**src/rtl/prozessorPkg.sv**
```systemverilog
package prozessorPkg;

    localparam int speicherTiefe = 1024;
    localparam int adressBreite = 10;
    localparam int registerAnzahl = 64;
    localparam logic [5:0] linkRegister = 6'd31;

    // Top six opcode bits of the executed classes.
    typedef enum logic [5:0] {
        opLadenA     = 6'b101010,
        opLadenB     = 6'b101011,
        opSpeichern  = 6'b101100,
        opSprungAbs  = 6'b101101,
        opSprungBed  = 6'b101110,
        opSprungLink = 6'b101111,
        opSprungRel  = 6'b010000
    } befehlsOpcode;

    typedef enum logic [2:0] {
        zRuhe,
        zHolen,
        zWarten,
        zDekodieren,
        zAusfuehren,
        zSpeicher,
        zRueckschreiben
    } ablaufZustand;

endpackage

```
**src/rtl/ablaufSteuerung.sv**
```systemverilog
`timescale 1ns/1ps

module ablaufSteuerung (
    input  logic        DekodierSignal,
    input  logic        arstN,
    input  logic        lauf,
    input  logic        holGewaehrt,
    input  logic        holGueltig,
    input  logic [31:0] speicherDaten,
    input  logic [5:0]  zielRegister,
    input  logic [25:0] iDaten,
    input  logic        jalBefehl,
    input  logic        relativerSprung,
    input  logic        absoluterSprung,
    input  logic        loadBefehl,
    input  logic        storeBefehl,
    input  logic        unbedingterSprungBefehl,
    input  logic        bedingterSprungBefehl,
    input  logic [31:0] leseWert1,
    input  logic        zugriffFertig,
    input  logic [31:0] ladeWert,
    output logic        holAnfrage,
    output logic [prozessorPkg::adressBreite-1:0] holAdresse,
    output logic        dekodieren,
    output logic [31:0] instruktion,
    output logic        zugriffStart,
    output logic        schreiben,
    output logic [prozessorPkg::adressBreite-1:0] zugriffAdresse,
    output logic        schreibFreigabe,
    output logic [5:0]  schreibNummer,
    output logic [31:0] schreibWert,
    output logic        retired,
    output logic [prozessorPkg::adressBreite-1:0] retiredPc
);
    import prozessorPkg::*;

    ablaufZustand zustand;
    ablaufZustand folgeZustand;
    logic [adressBreite-1:0] pc;
    logic [adressBreite-1:0] pcPlusEins;
    logic [adressBreite-1:0] sprungZiel;
    logic [adressBreite-1:0] naechsterPc;
    logic speicherBefehl;

    assign speicherBefehl = loadBefehl || storeBefehl;

    always_comb begin
        folgeZustand = zustand;
        case (zustand)
            zRuhe:           if (lauf) folgeZustand = zHolen;
            zHolen:          if (holGewaehrt) folgeZustand = zWarten;
            zWarten:         if (holGueltig) folgeZustand = zDekodieren;
            zDekodieren:     folgeZustand = zAusfuehren;
            zAusfuehren:     folgeZustand = speicherBefehl ? zSpeicher : zRueckschreiben;
            zSpeicher:       if (zugriffFertig) folgeZustand = zRueckschreiben;
            zRueckschreiben: folgeZustand = lauf ? zHolen : zRuhe;
            default:         folgeZustand = zRuhe;
        endcase
    end

    always_ff @(posedge DekodierSignal or negedge arstN) begin
        if (!arstN) begin
            zustand <= zRuhe;
            pc <= '0;
        end else begin
            zustand <= folgeZustand;
            if (zustand == zRueckschreiben) begin
                pc <= naechsterPc;
            end
        end
    end

    // Fetched word, handed to the decoder next cycle.
    always_ff @(posedge DekodierSignal) begin
        if (zustand == zWarten && holGueltig) begin
            instruktion <= speicherDaten;
        end
    end

    assign pcPlusEins = pc + 1'b1;
    assign sprungZiel = pc + iDaten[adressBreite-1:0];

    always_comb begin
        if (absoluterSprung) begin
            naechsterPc = iDaten[adressBreite-1:0];
        end else if (unbedingterSprungBefehl && relativerSprung) begin
            naechsterPc = sprungZiel;
        end else if (bedingterSprungBefehl && leseWert1 == 32'b0) begin
            naechsterPc = sprungZiel;
        end else begin
            naechsterPc = pcPlusEins;
        end
    end

    assign holAnfrage = (zustand == zHolen);
    assign holAdresse = pc;
    assign dekodieren = (zustand == zDekodieren);

    assign zugriffStart = (zustand == zAusfuehren) && speicherBefehl;
    assign schreiben = storeBefehl;
    assign zugriffAdresse = iDaten[adressBreite-1:0];

    // JAL links to the next word.
    assign retired = (zustand == zRueckschreiben);
    assign retiredPc = pc;
    assign schreibFreigabe = retired && (jalBefehl || loadBefehl);
    assign schreibNummer = jalBefehl ? linkRegister : zielRegister;
    assign schreibWert = jalBefehl ? {{(32-adressBreite){1'b0}}, pcPlusEins} : ladeWert;

endmodule

```
**config.mk**
```make
export PLATFORM = sky130hd
export DESIGN_NAME = ablaufSteuerung
export DESIGN_NICKNAME = d
export VERILOG_FILES = /design/src/rtl/prozessorPkg.sv /design/src/rtl/ablaufSteuerung.sv
export SDC_FILE = /design/constraint.sdc
export NUM_CORES = 1
export LEC_CHECK = 0
export BUFFER_PORTS_ARGS = -buffer_cell sky130_fd_sc_hd__buf_2
export CAP_MARGIN = 20
export CORE_ASPECT_RATIO = 0.8
export CORE_MARGIN = 3
export CORE_UTILIZATION = 35
export DETAILED_ROUTE_END_ITERATION = 8
export HOLD_SLACK_MARGIN = 0.08
export PLACE_DENSITY = 0.82
export SLEW_MARGIN = 25
export SYNTH_ARGS = -nofsm -noshare
export SYNTH_HDL_FRONTEND = slang
export SYNTH_SLANG_ARGS = --single-unit
```
**constraint.sdc**
```tcl
create_clock -name DekodierSignal -period 13 [get_ports DekodierSignal]
set_input_delay 2.6 -clock DekodierSignal [delete_from_list [all_inputs] [get_ports DekodierSignal]]
set_output_delay 2.6 -clock DekodierSignal [all_outputs]
set_load 0.005 [all_outputs]
```
# --- Word level (Yosys, flattened, before mapping) ---
# Cells that the tools add are included.
op_classes:
  add_sub_neg: 2
  n_mul: 0
  div_mod_pow: 0
  magnitude_cmp: 0
  eq_ne: 10
  n_shift: 0
  mux: 12
  bitwise: 0
  n_reduce_logical: 10
op_table:
  columns: ["operator", "count"]
  rows:
  - ["$logic_not 32->1", 1]
  - ["$mux 32", 1]
  - ["$mux 10", 3]
  - ["$pmux 3 s7", 1]
  - ["$mux 3", 4]
  - ["$add 10x1->10 const B", 1]
  - ["$add 10x10->10", 1]
  - ["$eq 3x3->1 const B", 3]
  - ["$ne 2x2->1 const B", 4]
  - ["$eq 3x2->1 const B", 2]
  - ["$mux 6", 1]
  - ["$logic_and 1x1->1", 5]
  - ["$reduce_and 4->1", 1]
  - ["$eq 3x1->1 const B", 1]
  - ["$logic_not 3->1", 1]
  - ["$logic_or 1x1->1", 2]
  - ["$mux 2", 1]
  - ["$mux 1", 1]
word_totals:
  regBits: 45
  latch_bits: 0
  ram_bits: 0
  mem_bits_ro: 0
  in_bits: 141
  output_inout_bits: 106
  wordCells: 37
  n_memories: 0

# --- Logic depth before layout (Yosys ltp) ---
# Gate-level depths: netlist of the first run.
depth:
  word_depth: 5
  ltp_mapped: 8
  depth_no_buf: 8

# --- Least setup slack after synthesis of the first run ---
# OpenSTA, ideal clock, no wires.
synth_path:
  path_kind: "in2reg"
  start: "input holGueltig"
  end: "register instruktion[0] (enable)"
  setup_ns: 0.513
  arrival_ns: 5.911
  setup_slack_ns: 6.576
  stages: 1
  n_path_buf: 0
  cell_sequence: "nor4b_1"
synth_via:
  elab_chain_len: 1
synth_lines:
  columns: ["item", "line", "source"]
  rows:
  - ["start, declared", "ablaufSteuerung.sv:8", "input logic holGueltig,"]
  - ["$logic_and 1x1->1", "ablaufSteuerung.sv:75", "if (zustand == zWarten && holGueltig) begin"]
  - ["end signal, assigned", "ablaufSteuerung.sv:76", "instruktion <= speicherDaten;"]
  - ["end, declared", "ablaufSteuerung.sv:25", "output logic [31:0] instruktion,"]
# Every way passes these cells.
# A chain may end at the register's enable or synchronous reset.

# --- Final worst setup path of the first run ---
layout_path:
  start: "input jalBefehl"
  end: "output schreibWert[1]"
layout_via:
  elab_chain_len: 1
layout_lines:
  columns: ["item", "line", "source"]
  rows:
  - ["start, declared", "ablaufSteuerung.sv:12", "input logic jalBefehl,"]
  - ["$mux 32", "ablaufSteuerung.sv:108", "assign schreibWert = jalBefehl ? {{(32-adressBreite){1'b0}}, pcPlusEins} : ladeWert;"]
  - ["end, declared", "ablaufSteuerung.sv:31", "output logic [31:0] schreibWert,"]
# Every way passes these cells.

==> flow_metrics.env, run 1 <==
export IMPL_worstMarginPinSlew_ns=0.832
export IMPL_ys_flop_type="edfxtp_1"
export IMPL_routedWlPerCell_um=15.5
export IMPL_clkSlewWorstSetupHoldPaths_ns=0.10
export IMPL_drtPass1Iterations=4
export IMPL_start_util_pct=36.8
export IMPL_root_buffer="clkbuf_8"
export IMPL_syn2layout_area_growth_pct=42.6
export IMPL_critPathMaxFanout=47
export IMPL_finalSetupViolCount=0
export IMPL_ys_seq_area_share_pct=46.4
export IMPL_hpwl_mm=7.44
export IMPL_tns_ns=0
export IMPL_cts_made_buffers=5
export IMPL_cts_sinks=45
export IMPL_power_leakage_nw=1.91
export IMPL_h_tree_depth=2
export IMPL_grt_overflow=0
export IMPL_cp_end_kind="output port"
export IMPL_ctsLongestPathBuffers=2
export IMPL_async_flop_share_pct=28.9
export IMPL_fin_skew_ns=0.00742
export IMPL_final_hold_viol_count=0
export IMPL_critPathKind="in2out"
export IMPL_netlist_instances=274
export IMPL_ys_warn_count=0
export IMPL_nNetsFinal=631
export IMPL_final_core_util_pct=52.5
export IMPL_antenna_found_initial=0
export IMPL_io_pins=247
export IMPL_port_buffers=230
export IMPL_cts_tree="done"
export IMPL_grt_pass1_vias=2684
export IMPL_ys_ff_latch=45
export IMPL_vdd_drop_max_v=0.0000671
export IMPL_rsz0062_at_grt="false"
export IMPL_grt_pass1_wl_mm=13.5
export IMPL_slew_headroom_pct=44.5
export IMPL_yosysTopAreaCell="edfxtp_1"
export IMPL_drcViolationCount=0
export IMPL_antenna_cells=0
export IMPL_netlist_area_mm2=0.00277
export IMPL_cp_required_ns=10.40
export IMPL_cts_setup_buffers=0
export IMPL_slew_violations=0
export IMPL_dieArea_mm2=0.00904
export IMPL_finalCritPeriodShare_pct=48.5
export IMPL_vias_per_cell=4.83
export IMPL_holdBufCountCts=0
export IMPL_fmax_ghz=0.159
export IMPL_rows=28
export IMPL_via_count=2827
export IMPL_synth_top_area_share_pct=34.6
export IMPL_synth_nets=426
export IMPL_ant_nets=0
export IMPL_fin_crit_ns=6.31
export IMPL_track_usage_pct=18.5
export IMPL_cap_violations=0
export IMPL_routed_wirelength_mm=9.10
export IMPL_die_h_um=85.6
export IMPL_grt_max_degree=48
export IMPL_hold_path_class="reg2reg"
export IMPL_synthTopCellsByArea="edfxtp_1 35%, dfrtp_1 12%, buf_4 5.7%"
export IMPL_drt_initial_drc_count=127
export IMPL_cp_start_kind="input port"
export IMPL_powerDensity_mw_per_mm2=150
export IMPL_syn_avg_cell_area_um2=10.1
export IMPL_n_fill_cell=719
export IMPL_worstPathArrival_ns=3.71
export IMPL_die_w_um=106
export IMPL_insertion_delay_ns=0.30
export IMPL_synth_edf_count=32
export IMPL_drive_above_1_share_pct=52.9
export IMPL_ctsResizeCount=0
export IMPL_synth_cell_types=45
export IMPL_run_status="completed"
export IMPL_core_area_mm2=0.00753
export IMPL_place_congestion=0.824
final cells by class:
type | instances | area [um^2] | area share [%]
inverters | 3 | 11.3 | 0.285
well taps | 105 | 131 | 3.32
clock inverters | 3 | 28.8 | 0.728
repair buffers | 231 | 1160 | 29.3
multi-input cells | 193 | 1270 | 32.1
flip-flops and latches | 45 | 1290 | 32.5
clock buffers | 5 | 68.8 | 1.74
synth_stat cells, types with 2 or more instances:
| cell | n |
|---|---|
| inv_1 | 3 |
| xor2_1 | 9 |
| a21o_1 | 3 |
| dfrtp_1 | 13 |
| and3_1 | 5 |
| or3_1 | 2 |
| o21ai_0 | 13 |
| mux2_2 | 2 |
| o21ai_1 | 2 |
| nor3_1 | 2 |
| mux2i_1 | 2 |
| nor2b_1 | 24 |
| clkbuf_1 | 8 |
| nand4_1 | 4 |
| a21oi_1 | 25 |
| o31ai_1 | 2 |
| buf_4 | 21 |
| edfxtp_1 | 32 |
| or2_2 | 6 |
| ha_1 | 10 |
| nand2b_1 | 2 |
| o311a_1 | 2 |
| nor4_1 | 6 |
| xnor2_1 | 8 |
| buf_2 | 2 |
| nand3b_1 | 4 |
| nand3_1 | 8 |
| nand2_1 | 14 |
| nor3b_1 | 2 |
| nor2_1 | 22 |
| o221a_2 | 2 |
per-stage QoR:
stage               power (mW)  instances  setup slack [ns]  hold WS (ns)  area (um^2)
floorplan                0.407        274              6.58         0.590         2770
detailed placement       0.502        577              6.69         0.651         3860
global placement         0.491        577              6.70         0.636         3860
CTS                      0.597        585              6.68         0.679         3960
finish                   0.593        585              6.69         0.679         3960
global route             0.639        585              6.59         0.719         3960
worst max-delay path, stage by stage:
cell	delay (ns)
buf_2	0.57
mux2_2	0.41
buf_2	0.13
routing by layer:
layer  share of wire (%)  GRT usage [%]  vias up
li1                    -              -     1376
met1                  40           23.0     1334
met2                  54           34.1      115
met3                 6.3           3.01        2
met4                0.31           3.29        0
met5                   0              0        -
worst paths after layout:
check                                     startpoint                         to  slack (ns)  cells past startpoint
setup reg to reg           holAdresse[0]$_DFFE_PN0P_  holAdresse[6]$_DFFE_PN0P_       10.56                      8
min in group asynchronous                      arstN  holAdresse[8]$_DFFE_PN0P_        2.18                      1
setup / recovery                           jalBefehl             schreibWert[1]        6.69                      3
max in group asynchronous                      arstN  holAdresse[0]$_DFFE_PN0P_       10.57                      1
hold reg to reg            holAdresse[4]$_DFFE_PN0P_  holAdresse[4]$_DFFE_PN0P_        0.68                      2
hold / removal             holAdresse[4]$_DFFE_PN0P_  holAdresse[4]$_DFFE_PN0P_        0.68                      2
cells in the final DEF (no fill, tap or decap), drive strengths merged, types with 2 or more instances in the layout:
master and n:
xnor2 8, nor2b 24, nor2 23, or2 6, edfxtp 32, or3 2
o31ai 3, o311a 2, nand2 14, buf 231, ha 10, inv 6
clkbuf 5, xor2 9, nor3 2, nor4b 2, nand3b 4, mux2 2
a21oi 25, o221a 2, nor4 6, nand3 8, and3 5, mux2i 2
nand2b 2, o21ai 15, nor3b 2, dfrtp 13, a21o 3, nand4 4
sequential cells by signal (all words and copies together) (netlist names):
name and flops:
instruktion 32, holAdresse 10, zustand 3
power by group:
group	total (mW)	internal, mW	leakage (nW)	switching, mW
combinational	0.270	0.133	1.41	0.137
clock	0.0930	0.0406	0.0511	0.0524
sequential	0.230	0.185	0.449	0.0444
total	0.593	0.359	1.91	0.234
kinds of logic after synthesis:
group | after synthesis | share of synthesized area, %
AND/OR/NAND/NOR | 106 | 21.0
AO/OA/AOI/OAI | 55 | 12.4
flip-flops | 45 | 46.4
buffers and inverters | 36 | 8.07
XOR/XNOR | 17 | 5.37
adder cells (fa/ha/maj) | 11 | 5.23
multiplexers | 4 | 1.53
(Power assumes the default switching activity.)
==> inputs of run 2 (changes only) <==
--- a/config.mk
+++ b/config.mk
@@ -9,10 +9,10 @@
 export CAP_MARGIN = 20
 export CORE_ASPECT_RATIO = 0.8
 export CORE_MARGIN = 3
-export CORE_UTILIZATION = 35
+export CORE_UTILIZATION = 34
 export DETAILED_ROUTE_END_ITERATION = 8
 export HOLD_SLACK_MARGIN = 0.08
-export PLACE_DENSITY = 0.82
+export PLACE_DENSITY = 0.83
 export SLEW_MARGIN = 25
 export SYNTH_ARGS = -nofsm -noshare
 export SYNTH_HDL_FRONTEND = slang
==> constraint.sdc (replaced) <==
create_clock -name DekodierSignal -period 5.4 [get_ports DekodierSignal]
set_input_delay 1.08 -clock DekodierSignal [delete_from_list [all_inputs] [get_ports DekodierSignal]]
set_output_delay 1.08 -clock DekodierSignal [all_outputs]
set_load 0.005 [all_outputs]
==> flow_metrics.env, run 2 (synthesized netlist as in run 1, its figures left out) <==
export IMPL_grt_pass1_wl_mm=13.5
export IMPL_finalSetupViolCount=0
export IMPL_reg2reg_from="holAdresse[0]$_DFFE_PN0P_"
export IMPL_vias_per_cell=4.83
export IMPL_vdd_drop_max_v=0.000130
export IMPL_final_hold_viol_count=0
export IMPL_holdBufCountCts=0
export IMPL_worstMarginPinSlew_ns=0.798
export IMPL_antenna_cells=0
export IMPL_largest_register="instruktion"
export IMPL_cts_tree="done"
export IMPL_syn2layout_area_growth_pct=42.6
export IMPL_cp_required_ns=4.32
export IMPL_io_pins=247
export IMPL_post_route_cell_area_mm2=0.00396
export IMPL_ctsLongestPathBuffers=2
export IMPL_fmax_ghz=0.302
export IMPL_slew_headroom_pct=46.8
export IMPL_grt_overflow=0
export IMPL_powerDensity_mw_per_mm2=360
export IMPL_grt_pass1_vias=2755
export IMPL_die_w_um=107
export IMPL_routedWlPerCell_um=15.5
export IMPL_ant_nets=0
export IMPL_rows=28
export IMPL_hpwl_mm=7.32
export IMPL_grt_max_degree=48
export IMPL_hold_path_class="in2async"
export IMPL_drive_above_1_share_pct=52.9
export IMPL_tns_ns=0
export IMPL_nNetsFinal=631
export IMPL_clkSlewWorstSetupHoldPaths_ns=0.10
export IMPL_critPathKind="in2out"
export IMPL_fin_crit_ns=3.31
export IMPL_insertion_delay_ns=0.30
export IMPL_multi_input_area_mm2=0.00127
export IMPL_crit_start="jalBefehl"
export IMPL_worstPathArrival_ns=2.23
export IMPL_critPathMaxFanout=47
export IMPL_rsz0062_at_grt="false"
export IMPL_port_buffers=230
export IMPL_cts_sinks=45
export IMPL_dieArea_mm2=0.00929
export IMPL_n_fill_cell=726
export IMPL_ctsResizeCount=0
export IMPL_via_count=2826
export IMPL_cp_end_kind="output port"
export IMPL_finalCritPeriodShare_pct=61.2
export IMPL_largest_register_ffs=32
export IMPL_routed_wirelength_mm=9.04
export IMPL_run_status="completed"
export IMPL_ff_latch_area_mm2=0.00129
export IMPL_layout_commonest_cell="buf_2"
export IMPL_antenna_found_initial=0
export IMPL_drtPass1Iterations=4
export IMPL_drt_initial_drc_count=138
export IMPL_root_buffer="clkbuf_8"
export IMPL_cts_setup_buffers=0
export IMPL_slew_violations=0
export IMPL_drcViolationCount=0
export IMPL_start_util_pct=36.2
export IMPL_die_h_um=86.8
export IMPL_cap_violations=0
export IMPL_power_leakage_nw=1.91
export IMPL_placed_cell_area_mm2=0.00386
export IMPL_fin_skew_ns=0.00804
export IMPL_final_cell_mix="230 x buf_2, 32 x edfxtp_1, 25 x a21oi_1, 24 x nor2b_1, 22 x nor2_1"
export IMPL_place_congestion=0.856
export IMPL_h_tree_depth=2
export IMPL_cts_made_buffers=5
export IMPL_core_area_mm2=0.00767
export IMPL_track_usage_pct=18.3
export IMPL_cp_start_kind="input port"
[run 2: cell counts in the layout (fill, tap and decap cells not counted)]
Identical to the previous run, type by type.
[run 2: final timing paths]
| path | endpoint | slack (ns) | depth (start not counted) |
|---|---|---|---|
| worst max-delay path | schreibWert[1] | 2.09 | 3 |
| worst min register to register | holAdresse[4]$_DFFE_PN0P_ | 0.67 | 2 |
| worst min-delay path | holAdresse[6]$_DFFE_PN0P_ | 0.67 | 1 |
| max in group asynchronous | holAdresse[0]$_DFFE_PN0P_ | 4.47 | 1 |
| worst max register to register | holAdresse[8]$_DFFE_PN0P_ | 2.94 | 8 |
| min in group DekodierSignal | holAdresse[4]$_DFFE_PN0P_ | 0.67 | 2 |
[run 2: cell type report]
cell class,instances,area share [%]
repair buffers,231,29.3
clock buffers,5,1.74
inverters,3,0.285
flip-flops and latches,45,32.5
clock inverters,3,0.728
well taps,105,3.32
multi-input cells,193,32.1
[run 2: report_power, final]
| group | switching [mW] | total (mW) | leakage (nW) | internal (mW) |
|---|---|---|---|---|
| Combinational | 0.324 | 0.644 | 1.41 | 0.320 |
| Clock | 0.132 | 0.230 | 0.0511 | 0.0979 |
| Sequential | 0.105 | 0.551 | 0.449 | 0.446 |
[run 2: layer usage]
| layer | part of all wire, % | global-route usage [%] | up-vias |
|---|---|---|---|
| met5 | 0 | 0 | - |
| met2 | 54 | 34.5 | 113 |
| met1 | 40 | 22.2 | 1333 |
| met3 | 5.9 | 2.98 | 6 |
| met4 | 0.80 | 3.72 | 0 |
| li1 | - | - | 1374 |
[run 2: critical path: stages]
cell and delay, ns:
buf_2 0.61, mux2_2 0.40, buf_2 0.13
[run 2: metrics by stage]
stage          setup WS [ns]  utilization, %  hold slack, ns  std cells  power [mW]
2_1_floorplan          0.496               -           0.590        274       0.981
3_3_place_gp            2.13            50.3           0.627        577        1.18
3_5_place_dp            2.10            50.3           0.651        577        1.20
4_1_cts                 2.10            51.5           0.671        585        1.44
5_1_grt                 2.01            51.5           0.685        585        1.55
6_report                2.09            51.5           0.666        585        1.43
==> inputs of run 3 (changes only) <==
==> constraint.sdc (replaced) <==
create_clock -name DekodierSignal -period 3 [get_ports DekodierSignal]
set_input_delay 0.6 -clock DekodierSignal [delete_from_list [all_inputs] [get_ports DekodierSignal]]
set_output_delay 0.6 -clock DekodierSignal [all_outputs]
set_load 0.005 [all_outputs]
==> flow_metrics.env, run 3 (synthesized netlist as in run 1, its figures left out) <==
export IMPL_drt_initial_drc_count=83
export IMPL_cts_sinks=45
export IMPL_h_tree_depth=2
export IMPL_final_core_util_pct=51.9
export IMPL_vdd_drop_max_v=0.000287
export IMPL_final_hold_viol_count=0
export IMPL_routedWlPerCell_um=15.5
export IMPL_power_switching_mw=1.03
export IMPL_drcViolationCount=0
export IMPL_nNetsFinal=633
export IMPL_io_pins=247
export IMPL_rsz0062_at_grt="false"
export IMPL_fin_skew_ns=0.00898
export IMPL_cp_end_kind="output port"
export IMPL_cp_required_ns=2.40
export IMPL_clock_power_share_pct=16.3
export IMPL_largest_register="instruktion"
export IMPL_worst_hold_slack_ns=0.185
export IMPL_rows=28
export IMPL_finalSetupViolCount=0
export IMPL_cp_start_kind="register"
export IMPL_finalCritPeriodShare_pct=89.6
export IMPL_cpPeakStageDelay_ns=0.52
export IMPL_vias_per_cell=4.76
export IMPL_p_seq_share_pct=38.6
export IMPL_slew_violations=0
export IMPL_fin_crit_ns=2.69
export IMPL_p_sw_share_pct=39.7
export IMPL_grt_met1_usage_pct=24.1
export IMPL_worstMarginPinSlew_ns=0.490
export IMPL_reg2reg_slack_ns=0.61
export IMPL_p_comb_share_pct=45.2
export IMPL_antenna_found_initial=0
export IMPL_core_area_mm2=0.00767
export IMPL_finalWorstSetupSlack_ns=0.311
export IMPL_run_status="completed"
export IMPL_p_total_mw=2.59
export IMPL_clkSlewWorstSetupHoldPaths_ns=0.10
export IMPL_critPathMaxFanout=15
export IMPL_drtPass1Iterations=4
export IMPL_root_buffer="clkbuf_8"
export IMPL_grt_max_degree=33
export IMPL_power_leakage_nw=1.93
export IMPL_met2_usage_pct=33.6
export IMPL_die_w_um=107
export IMPL_cts_tree="done"
export IMPL_grt_pass1_vias=2792
export IMPL_ant_nets=0
export IMPL_hold_path_class="in2async"
export IMPL_holdBufCountCts=0
export IMPL_tns_ns=0
export IMPL_worstPathArrival_ns=2.09
export IMPL_track_usage_pct=18.9
export IMPL_cts_made_buffers=5
export IMPL_layout_commonest_cell="buf_2"
export IMPL_powerDensity_mw_per_mm2=650
export IMPL_place_ws_ns=0.401
export IMPL_insertion_delay_ns=0.30
export IMPL_die_h_um=86.8
export IMPL_critPathKind="reg2out"
export IMPL_dieArea_mm2=0.00929
export IMPL_cap_violations=0
export IMPL_final_cell_mix="230 x buf_2, 32 x edfxtp_1, 25 x a21oi_1, 24 x nor2b_1, 22 x nor2_1"
export IMPL_via_count=2796
export IMPL_cts_setup_buffers=0
export IMPL_place_congestion=0.858
export IMPL_grt_overflow=0
export IMPL_largest_register_ffs=32
export IMPL_port_buffers=230
export IMPL_grt_pass1_wl_mm=13.9
export IMPL_critPathSlowestCell="dfrtp_1"
export IMPL_ctsResizeCount=0
export IMPL_hpwl_mm=7.31
export IMPL_ctsLongestPathBuffers=2
export IMPL_grt_busiest_layer="met2"
export IMPL_syn2layout_area_growth_pct=43.4
export IMPL_p_int_mw=1.56
export IMPL_slew_headroom_pct=67.3
export IMPL_routed_wirelength_mm=9.08
export IMPL_fmax_ghz=0.372
export IMPL_met3_usage_pct=3.43
export IMPL_path_cells="nand2b_1 > or2_2 > inv_1 > buf_2"
export IMPL_antenna_cells=0
export IMPL_start_util_pct=36.2
export IMPL_drive_above_1_share_pct=53.1
run 3: metal layers:
metal | vias to the layer above | part of all wire (%) | routed length [um]
met5 | - | 0 | 0
met4 | 0 | 0.42 | 38
met3 | 4 | 5.5 | 502
met2 | 108 | 52 | 4730
li1 | 1381 | - | -
met1 | 1303 | 42 | 3810
run 3: worst max-delay path: cells and delay by family, from the launching register on:
family | cells | cell delay [ns]
AND/OR/NAND/NOR | 2 | 0.64
buffers and inverters | 2 | 0.63
flip-flops | 1 | 0.52
run 3: stage by stage:
| step | std cells | cell area (um^2) |
|---|---|---|
| after floorplan | 274 | 2780 |
| after global placement | 579 | 3880 |
| after detailed placement | 579 | 3880 |
| after CTS | 587 | 3980 |
| after global routing | 587 | 3980 |
| final | 587 | 3980 |
run 3: worst paths after layout:
path	from	endpoint	cells after the start
max in group asynchronous	arstN	zustand[0]$_DFFE_PN0P_	1
min reg2reg	holAdresse[1]$_DFFE_PN0P_	holAdresse[1]$_DFFE_PN0P_	2
max reg2reg	holAdresse[0]$_DFFE_PN0P_	holAdresse[8]$_DFFE_PN0P_	8
min in group DekodierSignal	speicherDaten[15]	instruktion[15]$_DFFE_PP_	1
min	arstN	holAdresse[5]$_DFFE_PN0P_	1
max	zustand[0]$_DFFE_PN0P_	retired	4
run 3: power groups by stage:
stage | sequential (mW) | clock (mW) | combinational (mW)
after detailed placement | 1.01 | 0 | 1.17
final | 0.998 | 0.421 | 1.17
after CTS | 0.995 | 0.425 | 1.18
after global routing | 1.03 | 0.453 | 1.32
after floorplan | 0.953 | 0 | 0.814
after global placement | 0.995 | 0 | 1.14
run 3: area by class of cell:
| class | count | area, um^2 |
|---|---|---|
| clock buffer | 5 | 68.8 |
| clock inverter | 3 | 28.8 |
| fill | 714 | 3690 |
| inverter | 3 | 11.3 |
| multi-input combinational | 193 | 1280 |
| sequential | 45 | 1290 |
| tap | 105 | 131 |
| timing repair buffer | 233 | 1170 |
